`config.mk`:
```
export PLATFORM = sky130hd
export DESIGN_NAME = power_controller_top
export DESIGN_NICKNAME = d
export VERILOG_FILES = /design/src/common/pwr_rail_pkg.sv /design/src/common/pwr_regs_pkg.sv /design/src/power_controller_top.sv /design/src/regs/axil_reg_slave.sv /design/src/sequencer/rail_sequencer.sv /design/src/sequencer/rail_io_map.sv
export SDC_FILE = /design/constraint.sdc
export NUM_CORES = 1
export LEC_CHECK = 0
export BUFFER_PORTS_ARGS = -buffer_cell sky130_fd_sc_hd__buf_2
export CAP_MARGIN = 20
export CELL_PAD_IN_SITES_DETAIL_PLACEMENT = 1
export CELL_PAD_IN_SITES_GLOBAL_PLACEMENT = 1
export CORE_ASPECT_RATIO = 1.75
export CORE_UTILIZATION = 38
export CTS_CLUSTER_DIAMETER = 120
export DETAILED_ROUTE_END_ITERATION = 6
export PLACE_DENSITY_LB_ADDON = 0.12
export SLEW_MARGIN = 20
export SYNTH_ARGS = -nofsm -noshare
export SYNTH_HDL_FRONTEND = slang
export SYNTH_SLANG_ARGS = --single-unit
```
`constraint.sdc`:
```
create_clock -name clk_in -period 2.2 [get_ports clk_in]
set_clock_uncertainty 0.15 [all_clocks]
set_input_delay 0.11 -clock clk_in [delete_from_list [all_inputs] [get_ports clk_in]]
set_output_delay 0.11 -clock clk_in [all_outputs]
set_load 0.02 [all_outputs]
```
`src/common/pwr_rail_pkg.sv`:
```
// Power rail definitions
// Rail ordering, second-CPU rail mask and the board pin bundles
package pwr_rail_pkg;

	localparam int rail_count = 15;

	typedef logic [rail_count-1:0] rail_vec_t;

	// Sequencing order, lowest rail starts first
	localparam int rail_idx_atx = 0;
	localparam int rail_idx_miscio = 1;
	localparam int rail_idx_vdna = 2;
	localparam int rail_idx_vdnb = 3;
	localparam int rail_idx_avdd = 4;
	localparam int rail_idx_vioa = 5;
	localparam int rail_idx_viob = 6;
	localparam int rail_idx_vdda = 7;
	localparam int rail_idx_vddb = 8;
	localparam int rail_idx_vcsa = 9;
	localparam int rail_idx_vcsb = 10;
	localparam int rail_idx_vppab = 11;
	localparam int rail_idx_vppcd = 12;
	localparam int rail_idx_vddrab = 13;
	localparam int rail_idx_vddrcd = 14;

	// Rails 3, 6, 8, 10, 12 and 14 feed the second CPU
	localparam rail_vec_t cpub_rail_mask = 15'h5548;

	// Board enable outputs, DDR and VTT share one rail each
	typedef struct packed {
		logic atx_en;
		logic miscio_en;
		logic vdna_en;
		logic vdnb_en;
		logic avdd_en;
		logic vioa_en;
		logic viob_en;
		logic vdda_en;
		logic vddb_en;
		logic vcsa_en;
		logic vcsb_en;
		logic vppab_en;
		logic vppcd_en;
		logic vddrab_en;
		logic vttab_en;
		logic vddrcd_en;
		logic vttcd_en;
	} rail_en_pins_t;

	// Board power-good inputs
	typedef struct packed {
		logic atx_pg;
		logic miscio_pg;
		logic vdna_pg;
		logic vdnb_pg;
		logic avdd_pg;
		logic vioa_pg;
		logic viob_pg;
		logic vdda_pg;
		logic vddb_pg;
		logic vcsa_pg;
		logic vcsb_pg;
		logic vppab_pg;
		logic vppcd_pg;
		logic vddrab_pg;
		logic vddrcd_pg;
	} rail_pg_pins_t;

endpackage
```
`src/common/pwr_regs_pkg.sv`:
```
// Host register definitions
// Register numbers, identification values, status layout and AXI4-Lite bundles
package pwr_regs_pkg;

	typedef logic [7:0] reg_addr_t;

	localparam reg_addr_t reg_version = 8'h00;
	localparam reg_addr_t reg_clear_err = 8'h03;
	localparam reg_addr_t reg_status = 8'h07;
	localparam reg_addr_t reg_en_lo = 8'h08;
	localparam reg_addr_t reg_en_hi = 8'h09;
	localparam reg_addr_t reg_pg_lo = 8'h0a;
	localparam reg_addr_t reg_pg_hi = 8'h0b;
	localparam reg_addr_t reg_vendor_0 = 8'h0c;
	localparam reg_addr_t reg_vendor_1 = 8'h0d;
	localparam reg_addr_t reg_vendor_2 = 8'h0e;
	localparam reg_addr_t reg_vendor_3 = 8'h0f;
	localparam reg_addr_t reg_fail_lo = 8'h18;
	localparam reg_addr_t reg_fail_hi = 8'h19;
	localparam reg_addr_t reg_sys_override = 8'h33;

	localparam logic [7:0] fpga_version = 8'h09;

	// ASCII "RCS ", first character in the top byte
	localparam logic [31:0] vendor_id = 32'h52435320;

	localparam logic [1:0] resp_okay = 2'b00;

	typedef struct packed {
		logic [1:0] zero;
		logic cpub_present;
		logic wait_err;
		logic operation_err;
		logic err_found;
		logic sysen;
		logic sysgood;
	} status_t;

	// Sequencer state seen by the host
	typedef struct packed {
		pwr_rail_pkg::rail_vec_t en;
		pwr_rail_pkg::rail_vec_t pg;
		pwr_rail_pkg::rail_vec_t fail_detail;
		logic wait_err;
		logic operation_err;
		logic err_found;
		logic sysen;
		logic sysgood;
	} seq_status_t;

	typedef struct packed {
		logic awvalid;
		logic [9:0] awaddr;
		logic wvalid;
		logic [31:0] wdata;
		logic [3:0] wstrb;
		logic bready;
		logic arvalid;
		logic [9:0] araddr;
		logic rready;
	} axil_req_t;

	typedef struct packed {
		logic awready;
		logic wready;
		logic bvalid;
		logic [1:0] bresp;
		logic arready;
		logic rvalid;
		logic [31:0] rdata;
		logic [1:0] rresp;
	} axil_rsp_t;

endpackage

```
`src/power_controller_top.sv`:
```
// Power controller top level
// Joins the board pin mapper, the rail sequencer and the host register slave
`timescale 1ns/1ps

module power_controller_top #(
	parameter int unsigned DELAY_CYCLES = 65536,
	parameter int unsigned TIMEOUT_CYCLES = 8388608,
	parameter int unsigned ATX_TIMEOUT_CYCLES = 67108864
) (
	input logic clk_in,
	input logic reset,
	input logic sysen,
	input logic bmc_boot_complete_n,
	input logic cpub_present_n,
	input pwr_rail_pkg::rail_pg_pins_t pg_pins,
	input pwr_regs_pkg::axil_req_t axil_req,
	output pwr_rail_pkg::rail_en_pins_t en_pins,
	output logic sysgood,
	output logic cpub_clk_oe,
	output pwr_regs_pkg::axil_rsp_t axil_rsp
);
	import pwr_rail_pkg::*;
	import pwr_regs_pkg::*;

	rail_vec_t rail_en;
	rail_vec_t rail_pg;
	seq_status_t seq_status;
	logic force_enable;
	logic clear_err;

	rail_io_map rail_io_map_inst (
		.clk_in(clk_in),
		.reset(reset),
		.cpub_present_n(cpub_present_n),
		.pg_pins(pg_pins),
		.en(rail_en),
		.en_pins(en_pins),
		.pg_sync(rail_pg),
		.cpub_clk_oe(cpub_clk_oe)
	);

	rail_sequencer #(
		.DELAY_CYCLES(DELAY_CYCLES),
		.TIMEOUT_CYCLES(TIMEOUT_CYCLES),
		.ATX_TIMEOUT_CYCLES(ATX_TIMEOUT_CYCLES)
	) rail_sequencer_inst (
		.clk_in(clk_in),
		.reset(reset),
		.sysen(sysen),
		.force_enable(force_enable),
		.bmc_boot_complete_n(bmc_boot_complete_n),
		.pg_sync(rail_pg),
		.clear_err(clear_err),
		.en(rail_en),
		.status(seq_status),
		.sysgood(sysgood)
	);

	axil_reg_slave axil_reg_slave_inst (
		.clk_in(clk_in),
		.reset(reset),
		.axil_req(axil_req),
		.status(seq_status),
		.cpub_present_n(cpub_present_n),
		.axil_rsp(axil_rsp),
		.force_enable(force_enable),
		.clear_err(clear_err)
	);

endmodule

```
`src/regs/axil_reg_slave.sv`:
```
// Host register slave
// AXI4-Lite access to identification, status, enable, power-good and failure
// registers, plus the system enable override and the error clear strobe
`timescale 1ns/1ps

module axil_reg_slave (
	input logic clk_in,
	input logic reset,
	input pwr_regs_pkg::axil_req_t axil_req,
	input pwr_regs_pkg::seq_status_t status,
	input logic cpub_present_n,
	output pwr_regs_pkg::axil_rsp_t axil_rsp,
	output logic force_enable,
	output logic clear_err
);
	import pwr_rail_pkg::*;
	import pwr_regs_pkg::*;

	localparam int hi_bits = rail_count - 8;

	logic aw_ready;
	logic b_valid;
	logic ar_ready;
	logic r_valid;
	logic [7:0] r_data;
	logic wr_fire;
	logic rd_fire;
	reg_addr_t wr_reg;
	reg_addr_t rd_reg;
	status_t status_byte;
	logic [7:0] rd_byte;

	assign wr_reg = axil_req.awaddr[9:2];
	assign rd_reg = axil_req.araddr[9:2];
	assign wr_fire = aw_ready & axil_req.awvalid & axil_req.wvalid;
	assign rd_fire = ar_ready & axil_req.arvalid;

	always_comb begin
		status_byte.zero = 2'b00;
		status_byte.cpub_present = ~cpub_present_n;
		status_byte.wait_err = status.wait_err;
		status_byte.operation_err = status.operation_err;
		status_byte.err_found = status.err_found;
		status_byte.sysen = status.sysen;
		status_byte.sysgood = status.sysgood;
	end

	// Register read decode, high halves carry the top rails with a zero MSB
	always_comb begin
		case (rd_reg)
			reg_version: rd_byte = fpga_version;
			reg_status: rd_byte = status_byte;
			reg_en_lo: rd_byte = status.en[7:0];
			reg_en_hi: rd_byte = {{(8 - hi_bits){1'b0}}, status.en[rail_count-1:8]};
			reg_pg_lo: rd_byte = status.pg[7:0];
			reg_pg_hi: rd_byte = {{(8 - hi_bits){1'b0}}, status.pg[rail_count-1:8]};
			reg_vendor_0: rd_byte = vendor_id[31:24];
			reg_vendor_1: rd_byte = vendor_id[23:16];
			reg_vendor_2: rd_byte = vendor_id[15:8];
			reg_vendor_3: rd_byte = vendor_id[7:0];
			reg_fail_lo: rd_byte = status.fail_detail[7:0];
			reg_fail_hi: rd_byte = {{(8 - hi_bits){1'b0}}, status.fail_detail[rail_count-1:8]};
			reg_sys_override: rd_byte = {7'b0000000, force_enable};
			default: rd_byte = 8'h00;
		endcase
	end

	// Write channel, address and data accepted together
	always_ff @(posedge clk_in) begin
		if (reset) begin
			aw_ready <= 1'b0;
			b_valid <= 1'b0;
			force_enable <= 1'b0;
			clear_err <= 1'b0;
		end else begin
			aw_ready <= axil_req.awvalid & axil_req.wvalid & ~aw_ready & ~b_valid;
			clear_err <= wr_fire && (wr_reg == reg_clear_err);
			if (wr_fire) begin
				b_valid <= 1'b1;
				if (wr_reg == reg_sys_override && axil_req.wstrb[0]) begin
					force_enable <= axil_req.wdata[0];
				end
			end else if (b_valid && axil_req.bready) begin
				b_valid <= 1'b0;
			end
		end
	end

	// Read channel
	always_ff @(posedge clk_in) begin
		if (reset) begin
			ar_ready <= 1'b0;
			r_valid <= 1'b0;
		end else begin
			ar_ready <= axil_req.arvalid & ~ar_ready & ~r_valid;
			if (rd_fire) begin
				r_valid <= 1'b1;
			end else if (r_valid && axil_req.rready) begin
				r_valid <= 1'b0;
			end
		end
	end

	// Read data is held with rvalid
	always_ff @(posedge clk_in) begin
		if (rd_fire) begin
			r_data <= rd_byte;
		end
	end

	assign axil_rsp.awready = aw_ready;
	assign axil_rsp.wready = aw_ready;
	assign axil_rsp.bvalid = b_valid;
	assign axil_rsp.bresp = resp_okay;
	assign axil_rsp.arready = ar_ready;
	assign axil_rsp.rvalid = r_valid;
	assign axil_rsp.rdata = {24'h000000, r_data};
	assign axil_rsp.rresp = resp_okay;

endmodule

```
`src/sequencer/rail_sequencer.sv`:
```
// Rail sequencer
// Steps the rails up in order with a settle delay, watches for missing or lost
// power-good, latches errors with the failing rails and shuts everything down
`timescale 1ns/1ps

module rail_sequencer #(
	parameter int unsigned DELAY_CYCLES = 65536,
	parameter int unsigned TIMEOUT_CYCLES = 8388608,
	parameter int unsigned ATX_TIMEOUT_CYCLES = 67108864
) (
	input logic clk_in,
	input logic reset,
	input logic sysen,
	input logic force_enable,
	input logic bmc_boot_complete_n,
	input pwr_rail_pkg::rail_vec_t pg_sync,
	input logic clear_err,
	output pwr_rail_pkg::rail_vec_t en,
	output pwr_regs_pkg::seq_status_t status,
	output logic sysgood
);
	import pwr_rail_pkg::*;

	localparam int unsigned wait_max =
		(ATX_TIMEOUT_CYCLES > TIMEOUT_CYCLES) ? ATX_TIMEOUT_CYCLES : TIMEOUT_CYCLES;
	localparam int dw = $clog2(DELAY_CYCLES + 1);
	localparam int ww = $clog2(wait_max + 1);
	localparam logic [dw-1:0] delay_last = dw'(DELAY_CYCLES - 1);
	localparam logic [ww-1:0] wait_last = ww'(TIMEOUT_CYCLES - 1);
	localparam logic [ww-1:0] atx_wait_last = ww'(ATX_TIMEOUT_CYCLES - 1);

	logic sysen_s1;
	logic sysen_s2;
	logic sysen_prev;
	rail_vec_t delay_done;
	logic [dw-1:0] d_count;
	logic [ww-1:0] w_count;
	logic wait_err;
	logic operation_err;
	logic err_found;
	logic err_found_d;
	rail_vec_t fail_detail;

	rail_vec_t settle_vec;
	rail_vec_t settle_pick;
	rail_vec_t wait_vec;
	rail_vec_t wait_pick;
	logic [ww-1:0] wait_limit;
	logic counting;
	logic wait_expired;
	logic err_clear;

	// Lowest rail still settling, and lowest rail still waiting for power-good
	assign settle_vec = en & pg_sync & ~delay_done;
	assign settle_pick = settle_vec & (~settle_vec + rail_vec_t'(1));
	assign wait_vec = en & ~pg_sync;
	assign wait_pick = wait_vec & (~wait_vec + rail_vec_t'(1));
	assign wait_limit = wait_pick[rail_idx_atx] ? atx_wait_last : wait_last;

	assign counting = sysen_s2 & ~err_found;
	assign wait_expired = counting & ~(|settle_vec) & (|wait_vec) & (w_count == wait_limit);
	assign err_clear = clear_err | (sysen_prev & ~sysen_s2);

	always_ff @(posedge clk_in) begin
		if (reset) begin
			sysen_s1 <= 1'b0;
			sysen_s2 <= 1'b0;
			sysen_prev <= 1'b0;
		end else begin
			sysen_s1 <= sysen | force_enable;
			sysen_s2 <= sysen_s1;
			sysen_prev <= sysen_s2;
		end
	end

	// Shared settle and timeout counters
	always_ff @(posedge clk_in) begin
		if (reset || !counting) begin
			d_count <= '0;
			w_count <= '0;
			delay_done <= '0;
		end else if (|settle_vec) begin
			w_count <= '0;
			if (d_count == delay_last) begin
				d_count <= '0;
				delay_done <= delay_done | settle_pick;
			end else begin
				d_count <= d_count + 1'b1;
			end
		end else if (|wait_vec) begin
			d_count <= '0;
			if (wait_expired) begin
				w_count <= '0;
			end else begin
				w_count <= w_count + 1'b1;
			end
		end else begin
			d_count <= '0;
			w_count <= '0;
		end
	end

	always_ff @(posedge clk_in) begin
		if (reset) begin
			wait_err <= 1'b0;
			operation_err <= 1'b0;
			err_found <= 1'b0;
			err_found_d <= 1'b0;
			fail_detail <= '0;
		end else begin
			err_found_d <= err_found;
			if (err_clear) begin
				wait_err <= 1'b0;
				operation_err <= 1'b0;
				err_found <= 1'b0;
				fail_detail <= '0;
			end else begin
				if (wait_expired) begin
					wait_err <= 1'b1;
				end
				// A settled rail lost its power-good
				if (|(delay_done & ~pg_sync)) begin
					operation_err <= 1'b1;
				end
				if (wait_err || operation_err) begin
					err_found <= 1'b1;
				end
				if (err_found && !err_found_d) begin
					fail_detail <= en ^ pg_sync;
				end
			end
		end
	end

	// Up after the rail below settles, held while the rail above is still good
	always_ff @(posedge clk_in) begin
		if (reset) begin
			en <= '0;
			sysgood <= 1'b0;
		end else begin
			en <= (({delay_done[rail_count-2:0], 1'b1} & {rail_count{sysen_s2}}) |
				{1'b0, pg_sync[rail_count-1:1]}) & ~{rail_count{err_found}};
			sysgood <= delay_done[rail_count-1] & ~bmc_boot_complete_n;
		end
	end

	assign status.en = en;
	assign status.pg = pg_sync;
	assign status.fail_detail = fail_detail;
	assign status.wait_err = wait_err;
	assign status.operation_err = operation_err;
	assign status.err_found = err_found;
	assign status.sysen = sysen_s2;
	// Host sees sequence completion without the BMC gate
	assign status.sysgood = delay_done[rail_count-1];

endmodule

```
`src/sequencer/rail_io_map.sv`:
```
// Rail pin mapper
// Drives the board enables from the rail vector and brings power-good back
// through a synchronizer, faking good on second-CPU rails when that CPU is absent
`timescale 1ns/1ps

module rail_io_map (
	input logic clk_in,
	input logic reset,
	input logic cpub_present_n,
	input pwr_rail_pkg::rail_pg_pins_t pg_pins,
	input pwr_rail_pkg::rail_vec_t en,
	output pwr_rail_pkg::rail_en_pins_t en_pins,
	output pwr_rail_pkg::rail_vec_t pg_sync,
	output logic cpub_clk_oe
);
	import pwr_rail_pkg::*;

	logic cpub_absent_s1;
	logic cpub_absent;
	rail_vec_t absent_mask;
	rail_vec_t en_masked;
	rail_vec_t pg_raw;
	rail_vec_t pg_s1;
	rail_vec_t pg_s2;

	assign absent_mask = cpub_rail_mask & {rail_count{cpub_absent}};
	assign en_masked = en & ~absent_mask;

	assign pg_raw[rail_idx_atx] = pg_pins.atx_pg;
	assign pg_raw[rail_idx_miscio] = pg_pins.miscio_pg;
	assign pg_raw[rail_idx_vdna] = pg_pins.vdna_pg;
	assign pg_raw[rail_idx_vdnb] = pg_pins.vdnb_pg;
	assign pg_raw[rail_idx_avdd] = pg_pins.avdd_pg;
	assign pg_raw[rail_idx_vioa] = pg_pins.vioa_pg;
	assign pg_raw[rail_idx_viob] = pg_pins.viob_pg;
	assign pg_raw[rail_idx_vdda] = pg_pins.vdda_pg;
	assign pg_raw[rail_idx_vddb] = pg_pins.vddb_pg;
	assign pg_raw[rail_idx_vcsa] = pg_pins.vcsa_pg;
	assign pg_raw[rail_idx_vcsb] = pg_pins.vcsb_pg;
	assign pg_raw[rail_idx_vppab] = pg_pins.vppab_pg;
	assign pg_raw[rail_idx_vppcd] = pg_pins.vppcd_pg;
	assign pg_raw[rail_idx_vddrab] = pg_pins.vddrab_pg;
	assign pg_raw[rail_idx_vddrcd] = pg_pins.vddrcd_pg;

	// Presence strap, treated as absent until sampled
	always_ff @(posedge clk_in) begin
		if (reset) begin
			cpub_absent_s1 <= 1'b1;
			cpub_absent <= 1'b1;
			cpub_clk_oe <= 1'b0;
		end else begin
			cpub_absent_s1 <= cpub_present_n;
			cpub_absent <= cpub_absent_s1;
			cpub_clk_oe <= ~cpub_absent;
		end
	end

	// Two synchronizer stages, then the faked-good merge
	always_ff @(posedge clk_in) begin
		if (reset) begin
			pg_s1 <= '0;
			pg_s2 <= '0;
			pg_sync <= '0;
		end else begin
			pg_s1 <= pg_raw;
			pg_s2 <= pg_s1;
			pg_sync <= pg_s2 | (en & absent_mask);
		end
	end

	always_ff @(posedge clk_in) begin
		if (reset) begin
			en_pins <= '0;
		end else begin
			en_pins.atx_en <= en_masked[rail_idx_atx];
			en_pins.miscio_en <= en_masked[rail_idx_miscio];
			en_pins.vdna_en <= en_masked[rail_idx_vdna];
			en_pins.vdnb_en <= en_masked[rail_idx_vdnb];
			en_pins.avdd_en <= en_masked[rail_idx_avdd];
			en_pins.vioa_en <= en_masked[rail_idx_vioa];
			en_pins.viob_en <= en_masked[rail_idx_viob];
			en_pins.vdda_en <= en_masked[rail_idx_vdda];
			en_pins.vddb_en <= en_masked[rail_idx_vddb];
			en_pins.vcsa_en <= en_masked[rail_idx_vcsa];
			en_pins.vcsb_en <= en_masked[rail_idx_vcsb];
			en_pins.vppab_en <= en_masked[rail_idx_vppab];
			en_pins.vppcd_en <= en_masked[rail_idx_vppcd];
			// Memory supply and its termination come up together
			en_pins.vddrab_en <= en_masked[rail_idx_vddrab];
			en_pins.vttab_en <= en_masked[rail_idx_vddrab];
			en_pins.vddrcd_en <= en_masked[rail_idx_vddrcd];
			en_pins.vttcd_en <= en_masked[rail_idx_vddrcd];
		end
	end

endmodule

```
### Word level (Yosys, flattened, before mapping)

Index checks and enable logic that the tools add are counted.
W data, S select, Z words.

| word-level totals | value |
|---|---|
| flip-flop bits (word level) | 174 |
| bits of input ports | 81 |
| output and inout port bits | 60 |
| logic and storage cells | 134 |

| cells by class | value |
|---|---|
| add/subtract/negate cells | 4 |
| equal/unequal tests | 16 |
| multiplexer cells | 6 |
| bitwise operators | 47 |
| reduce and logical (&&, ||, !) cells | 20 |

Operator list:

| operator | number |
|---|---|
| $and A15 B15 Y15 | 9 |
| $pmux W8 S13 | 1 |
| $not A15 Y15 | 5 |
| $eq A8 B4 Y1 const B | 8 |
| $reduce_or A15 Y1 | 3 |
| $or A15 B15 Y15 | 2 |
| $add A27 B1 Y27 const B | 1 |
| $eq A27 B27 Y1 | 1 |
| $mux W26 | 1 |
| $reduce_or A18 Y1 | 1 |
| $add A17 B1 Y17 const B | 1 |
| $eq A17 B16 Y1 const B | 1 |
| $eq A8 B5 Y1 const B | 2 |
| $eq A8 B6 Y1 const B | 2 |
| $add A15 B1 Y15 const B | 1 |
| $and A1 B1 Y1 | 15 |
| $or A15 B14 Y15 | 1 |
| $xor A15 B15 Y15 | 1 |
| $not A1 Y1 | 12 |
| $eq A8 B2 Y1 const B | 1 |
| $eq A8 B3 Y1 const B | 1 |
| $logic_not A8 Y1 | 1 |
| $logic_and A1 B1 Y1 | 5 |
| $mux W1 | 4 |
| 8 further kinds | 13 |

### Logic depth before layout (Yosys ltp)

| logic depth | value |
|---|---|
| depth after elaboration | 9 |
| gate-level depth with buffers | 10 |
| gate-level depth less buffers | 10 |

### Hierarchy

Synthesis repeated with hierarchy kept, for this count alone.

| unflattened totals | value |
|---|---|
| cell total of the unflattened synthesis | 796 |
| area, all modules | 7,669.9 µm² |

Modules (own cells, without submodules):

| module | times used | cells an instance | area an instance (µm²) | sequential area each (µm²) |
|---|---|---|---|---|
| rail_sequencer | 1 | 493 | 4,553.1 | 1,941.9 |
| rail_io_map | 1 | 140 | 1,745.4 | 1,261.2 |
| axil_reg_slave | 1 | 163 | 1,371.3 | 360.3 |

### Worst setup path before layout

OpenSTA, ideal clock, no wires.

| timing path | value |
|---|---|
| path kind | register -> register |
| start point | reg rail_io_map_inst.pg_sync[0] |
| end point | reg rail_sequencer_inst.w_count[10] |
| setup time | 0.132 ns |
| data arrival time | 1.860 ns |
| data required time | 1.918 ns |
| slack | 0.058 ns |
| stages on the path, launching flop included | 9 |
| buffers on the path | 2 |
| period minus slack after synthesis | 2.142 ns |
| cells stage by stage | dfxtp_1 inv_1 ha_1 or4_4 a2111oi_4 and3_1 buf_4 buf_4 nor3_1 |

| between the ends | value |
|---|---|
| longest elaborated chain between the ends | 9 |
| elaborated cells on any way between the ends | 17 |
| those cells by class | add/sub: 1; eq/ne: 1; mux: 1; bitwise: 11; reduce/logical: 3 |

RTL lines:

| what | line | text |
|---|---|---|
| from (decl) | rail_io_map.sv:13 | `output pwr_rail_pkg::rail_vec_t pg_sync,` |
| from (signal assigned) | rail_io_map.sv:67 | `pg_sync <= pg_s2 \| (en & absent_mask);` |
| $not A15 Y15 | rail_sequencer.sv:56 | `assign wait_vec = en & ~pg_sync;` |
| $and A15 B15 Y15 | rail_sequencer.sv:56 |  |
| $not A1 Y1 | rail_sequencer.sv:57 | `assign wait_pick = wait_vec & (~wait_vec + rail_vec_t'(1));` |
| $add A1 B1 Y1 | rail_sequencer.sv:57 |  |
| $and A1 B1 Y1 | rail_sequencer.sv:57 |  |
| $mux W26 | rail_sequencer.sv:58 | `assign wait_limit = wait_pick[rail_idx_atx] ? atx_wait_last : wait_last;` |
| $eq A27 B27 Y1 | rail_sequencer.sv:61 | `assign wait_expired = counting & ~(\|settle_vec) & (\|wait_vec) & (w_count == wait_limit);` |
| $and A1 B1 Y1 | rail_sequencer.sv:61 |  |
| $reduce_or A18 Y1 (no line) * | n/a |  |
| to (signal assigned) | rail_sequencer.sv:95 | `w_count <= w_count + 1'b1;` |
| to (decl) | rail_sequencer.sv:37 | `logic [ww-1:0] w_count;` |

Every way passes the cells marked *; elsewhere a longest branch is shown, timed or not.
A chain may end at the register's enable or synchronous reset.

### Final worst setup path

| timing path | value |
|---|---|
| start point | reg rail_io_map_inst.pg_sync[7] |
| end point | reg rail_sequencer_inst.w_count[21] |

| between the ends | value |
|---|---|
| longest elaborated chain between the ends | 8 |
| elaborated cells on any way between the ends | 12 |
| those cells by class | bitwise: 9; reduce/logical: 3 |

RTL lines:

| what | line | text |
|---|---|---|
| $and A15 B15 Y15 (2 in a row) | rail_sequencer.sv:54 | `assign settle_vec = en & pg_sync & ~delay_done;` |
| $reduce_or A15 Y1 | rail_sequencer.sv:61 |  |
| $not A1 Y1 | rail_sequencer.sv:61 |  |
| $and A1 B1 Y1 (3 in a row) | rail_sequencer.sv:61 |  |
| $reduce_or A18 Y1 (no line) * | n/a |  |

Marked as above.

==> summary by stage <==
Floorplanning
The cell row count is 66. The area of the core is 0.0187 mm2. The floorplan step set the die height to 186 um. The die footprint is 0.0198 mm2. The floorplan die width is 107 um. The I/O pin total is 141.

Once the floorplan was initialized, standard cells occupied 39.0% of the core.

Global route
After global routing the overflow that remains totals 0. Global routing used 23.5% of the available tracks. The largest net degree at the start of global routing is 69. The global-route wire length before repair is 34,600 um. The via count of the first global-routing pass came to 6,800.

The number of antenna violations at the first check in global routing is 0.

Final layout
The final design utilization is 49.6%. The layout overhead on the synthesized area is 26.9%. Of the cells placed in the final design, the portion with a size suffix greater than 1 is 23.4%.

The number of fill cells is 2,149. The number of inserted diodes is 0. The count of cells in the finished layout, fillers not included, comes to 1,170.

The net count of the finished layout is 1,033. The post-route cell area is 0.00929 mm2.

Yosys
The count of state elements after synthesis is 174. The commonest cells after synthesis are dfxtp_1 (166), nor2_1 (80), nor2b_1 (56). The proportion of register bits with asynchronous set or reset after synthesis is 0%. After synthesis, the cell types taking the most area are dfxtp_1 (45%), ha_1 (5.6%), nor2b_1 (4.8%), nor2_1 (4.1%), buf_4 (3.9%).

The top-area cell type share of the netlist area is 45.4%. The number of synthesized flops with an enable pin is 8. Of the synthesized area, sequential elements account for 48.7%. The number of warnings reported in the yosys synthesis log is 0.

Synthesis produced a netlist whose cell count is 761. dfxtp_1 takes more of the synthesized area than any other cell. In this run the mean area of a mapped cell was 9.62 um2. Among all flip-flop cells after synthesis, the most frequent one is dfxtp_1.

Synthesis instantiated 61 different standard cells from the library. The cell with the most instances after synthesis is dfxtp_1. The area of the mapped netlist is 0.00732 mm2.

Place
The number of input and output port buffers inserted is 74. At the end of routability-driven placement, the weighted congestion stood at 0.886. Before CTS, the worst setup slack after placement is -97.7 ps. Once detailed placement completed, the half-perimeter wirelength came to 16,800 um. After detailed placement, the total cell area comes to 0.00828 mm2.

The post-placement cell count is 1,106.

Timing
The final max-slew violation count is 0. At the pin with the least slew margin, the transition time is 718 ps. The final setup violation count is 0. The hold violation count in the final report is 0. Setup repair after global routing could not meet its margin everywhere. The relative slew slack is 52.1%.

For this run, the top clock speed supported by timing is 0.469 GHz. In the post-route analysis, the smallest setup slack over all paths is 68.0 ps. The clock period minus worst slack is 2130 ps. After layout, the worst path uses 96.9% of the clock period.

CTS
The clock net sink count is 174. The CTS tree is done. Clock-pin slew was measured on the worst setup and hold paths at 70 ps. The number of clock buffers inserted by TritonCTS is 17. The tree is rooted in a clkbuf_16. The maximum clock path buffer count is 2. The insertion delay to the later sink of the worst-skew pair is 440 ps.

CTS built an H-tree with a depth of 4.

Worst setup path
The peak fanout along the critical path is 27. For this run, the slowest stage of the critical path takes 470 ps. Traced cell by cell, the critical path runs through inv_1 -> ha_1 -> nor4_1 -> nand4_1 -> nand4_4 -> buf_12 -> nor3_1. The data arrival at the endpoint of the critical path is 2300 ps. The endpoint required time on the critical path is 2370 ps. The kind of start point of the critical path is a register. For this design, the slowest cell found on the critical path is dfxtp_1. The category of the worst setup path capture point is a register.

The category of the critical setup timing path is register to register.

Power
The clock network accounts for 46.3% of the total power. Combinational logic burns 5.5% of the power. The power density relative to cell area is 725 mW/mm2. In this run the static leakage power is 3.78 nW. The analysis attributes to net switching a power of 1.56 mW. The switching portion of total power is 23.2%. The worst-case IR drop observed on VDD is 0.947 mV.

The fraction of power consumed by sequential logic is 48.3%. The design internal power is 5.17 mW.

Route
After detailed routing, the average wire length per cell comes to 18.9 um. The via count of the routed design is 6,038. The post-detailed-route DRC marker count is 0. For this block, the initial DRC count from the detailed router was 194.

The first detailed-routing pass ran for 5 iterations. The detail route stage leaves a number of antenna-violating nets equal to 0. For this block, the routed nets add up to 22,100 um of wire. The via density per instance is 5.16.

Outcome
The run finished with clean final reports.

Hold path
The min-delay analysis places its worst path in the category input pin to register.

Run
The number of max-cap violations is 0.
-- cell usage in the layout (no fill, tap or decap), drive strengths merged, types with 5 or more instances in the layout --
cell type,count
a21oi,35
conb,28
a22o,11
dfxtp,166
ha,33
a31oi,5
buf,147
xor2,24
nand2b,11
clkbuf,17
inv,37
and3,18
o21ai,7
nor2,81
a211oi,15
nor2b,56
or2,5
dlygate4sd3,30
nor4,11
nand3,23
mux2,5
xnor2,14
nand4,14
nor3,31
and2,9
nand2,28
edfxtp,8
-- worst max-delay path, delay by kind of cell, from the launching register on --
family	cells	cell delay [ps]
AND/OR/NAND/NOR	4	860
buffers and inverters	2	310
adder cells (fa/ha/maj)	1	230
flip-flops	1	470
-- stage by stage --
stage	total power, mW	TNS, ps	hold WS, ps
global route	6.98	-112	52.2
global placement	3.63	-7.17	126
CTS	6.80	0	34.2
floorplan	3.54	0	35.8
finish	6.74	0	40.0
detailed placement	3.64	-1140	125
-- state kept, by name, indices dropped and copies added (netlist names), 8 cells and up --
register,cells
rail_sequencer_inst.w_count,27
rail_sequencer_inst.d_count,17
rail_io_map_inst.en_pins,15
rail_io_map_inst.pg_s1,15
rail_io_map_inst.pg_s2,15
rail_io_map_inst.pg_sync,15
rail_sequencer_inst.delay_done,15
rail_sequencer_inst.en,15
rail_sequencer_inst.fail_detail,15
axil_reg_slave_inst.r_data,8
-- per-layer routing --
metal / wire length [um] / GRT usage, % / share of wire, % / vias to the layer above
li1: - / - / - / 2884
met2: 13000 / 46.7 / 59 / 122
met1: 7280 / 20.1 / 33 / 2968
met3: 565 / 4.69 / 2.6 / 64
met4: 1340 / 16.5 / 6.0 / 0
met5: 0 / 0 / 0 / -
-- power by group through the flow --
stage | Combinational, mW | Clock (mW) | Sequential, mW
after floorplan | 0.218 | 0 | 3.32
after global placement | 0.314 | 0 | 3.32
after detailed placement | 0.321 | 0 | 3.32
after CTS | 0.363 | 3.18 | 3.25
after global routing | 0.400 | 3.33 | 3.26
final | 0.367 | 3.12 | 3.25
-- cell families after synthesis --
family,share of synthesized area (%)
adder cells (fa/ha/maj),5.64
other,0.0512
XOR/XNOR,4.55
buffers and inverters,6.87
multiplexers,1.18
flip-flops,48.7
AO/OA/AOI/OAI,10.6
AND/OR/NAND/NOR,22.4
-- cell type report --
type,instances,area (um2),area share [%]
clock buffer,17,425,4.58
clock inverter,15,180,1.94
inverter,30,113,1.21
multi-input combinational,519,3430,37.0
sequential,174,3570,38.4
tap,238,298,3.21
timing repair buffer,177,1270,13.7
-- repair_timing --
action / 4_1_cts / 5_1_grt
buffers inserted: 1 / 1
endpoints found under the hold margin: 24 / 0
setup endpoints to repair: 33 / 35
gates resized for setup: 7 / 16
pin swaps: 2 / 5
hold buffers: 30 / 0
-- path summary, 6_finish.rpt --
path                                         from  cells past startpoint                         endpoint  slack (ps)
setup / recovery      rail_io_map_inst.pg_sync[7]                      7  rail_sequencer_inst.w_count[21]          70
hold reg to reg   rail_io_map_inst.cpub_absent_s1                      1     rail_io_map_inst.cpub_absent         260
setup reg to reg      rail_io_map_inst.pg_sync[7]                      7  rail_sequencer_inst.w_count[21]          70
hold / removal                        axil_req[7]                      3    axil_reg_slave_inst.r_data[1]          40
No activity file was read; power rests on OpenSTA's default activity.
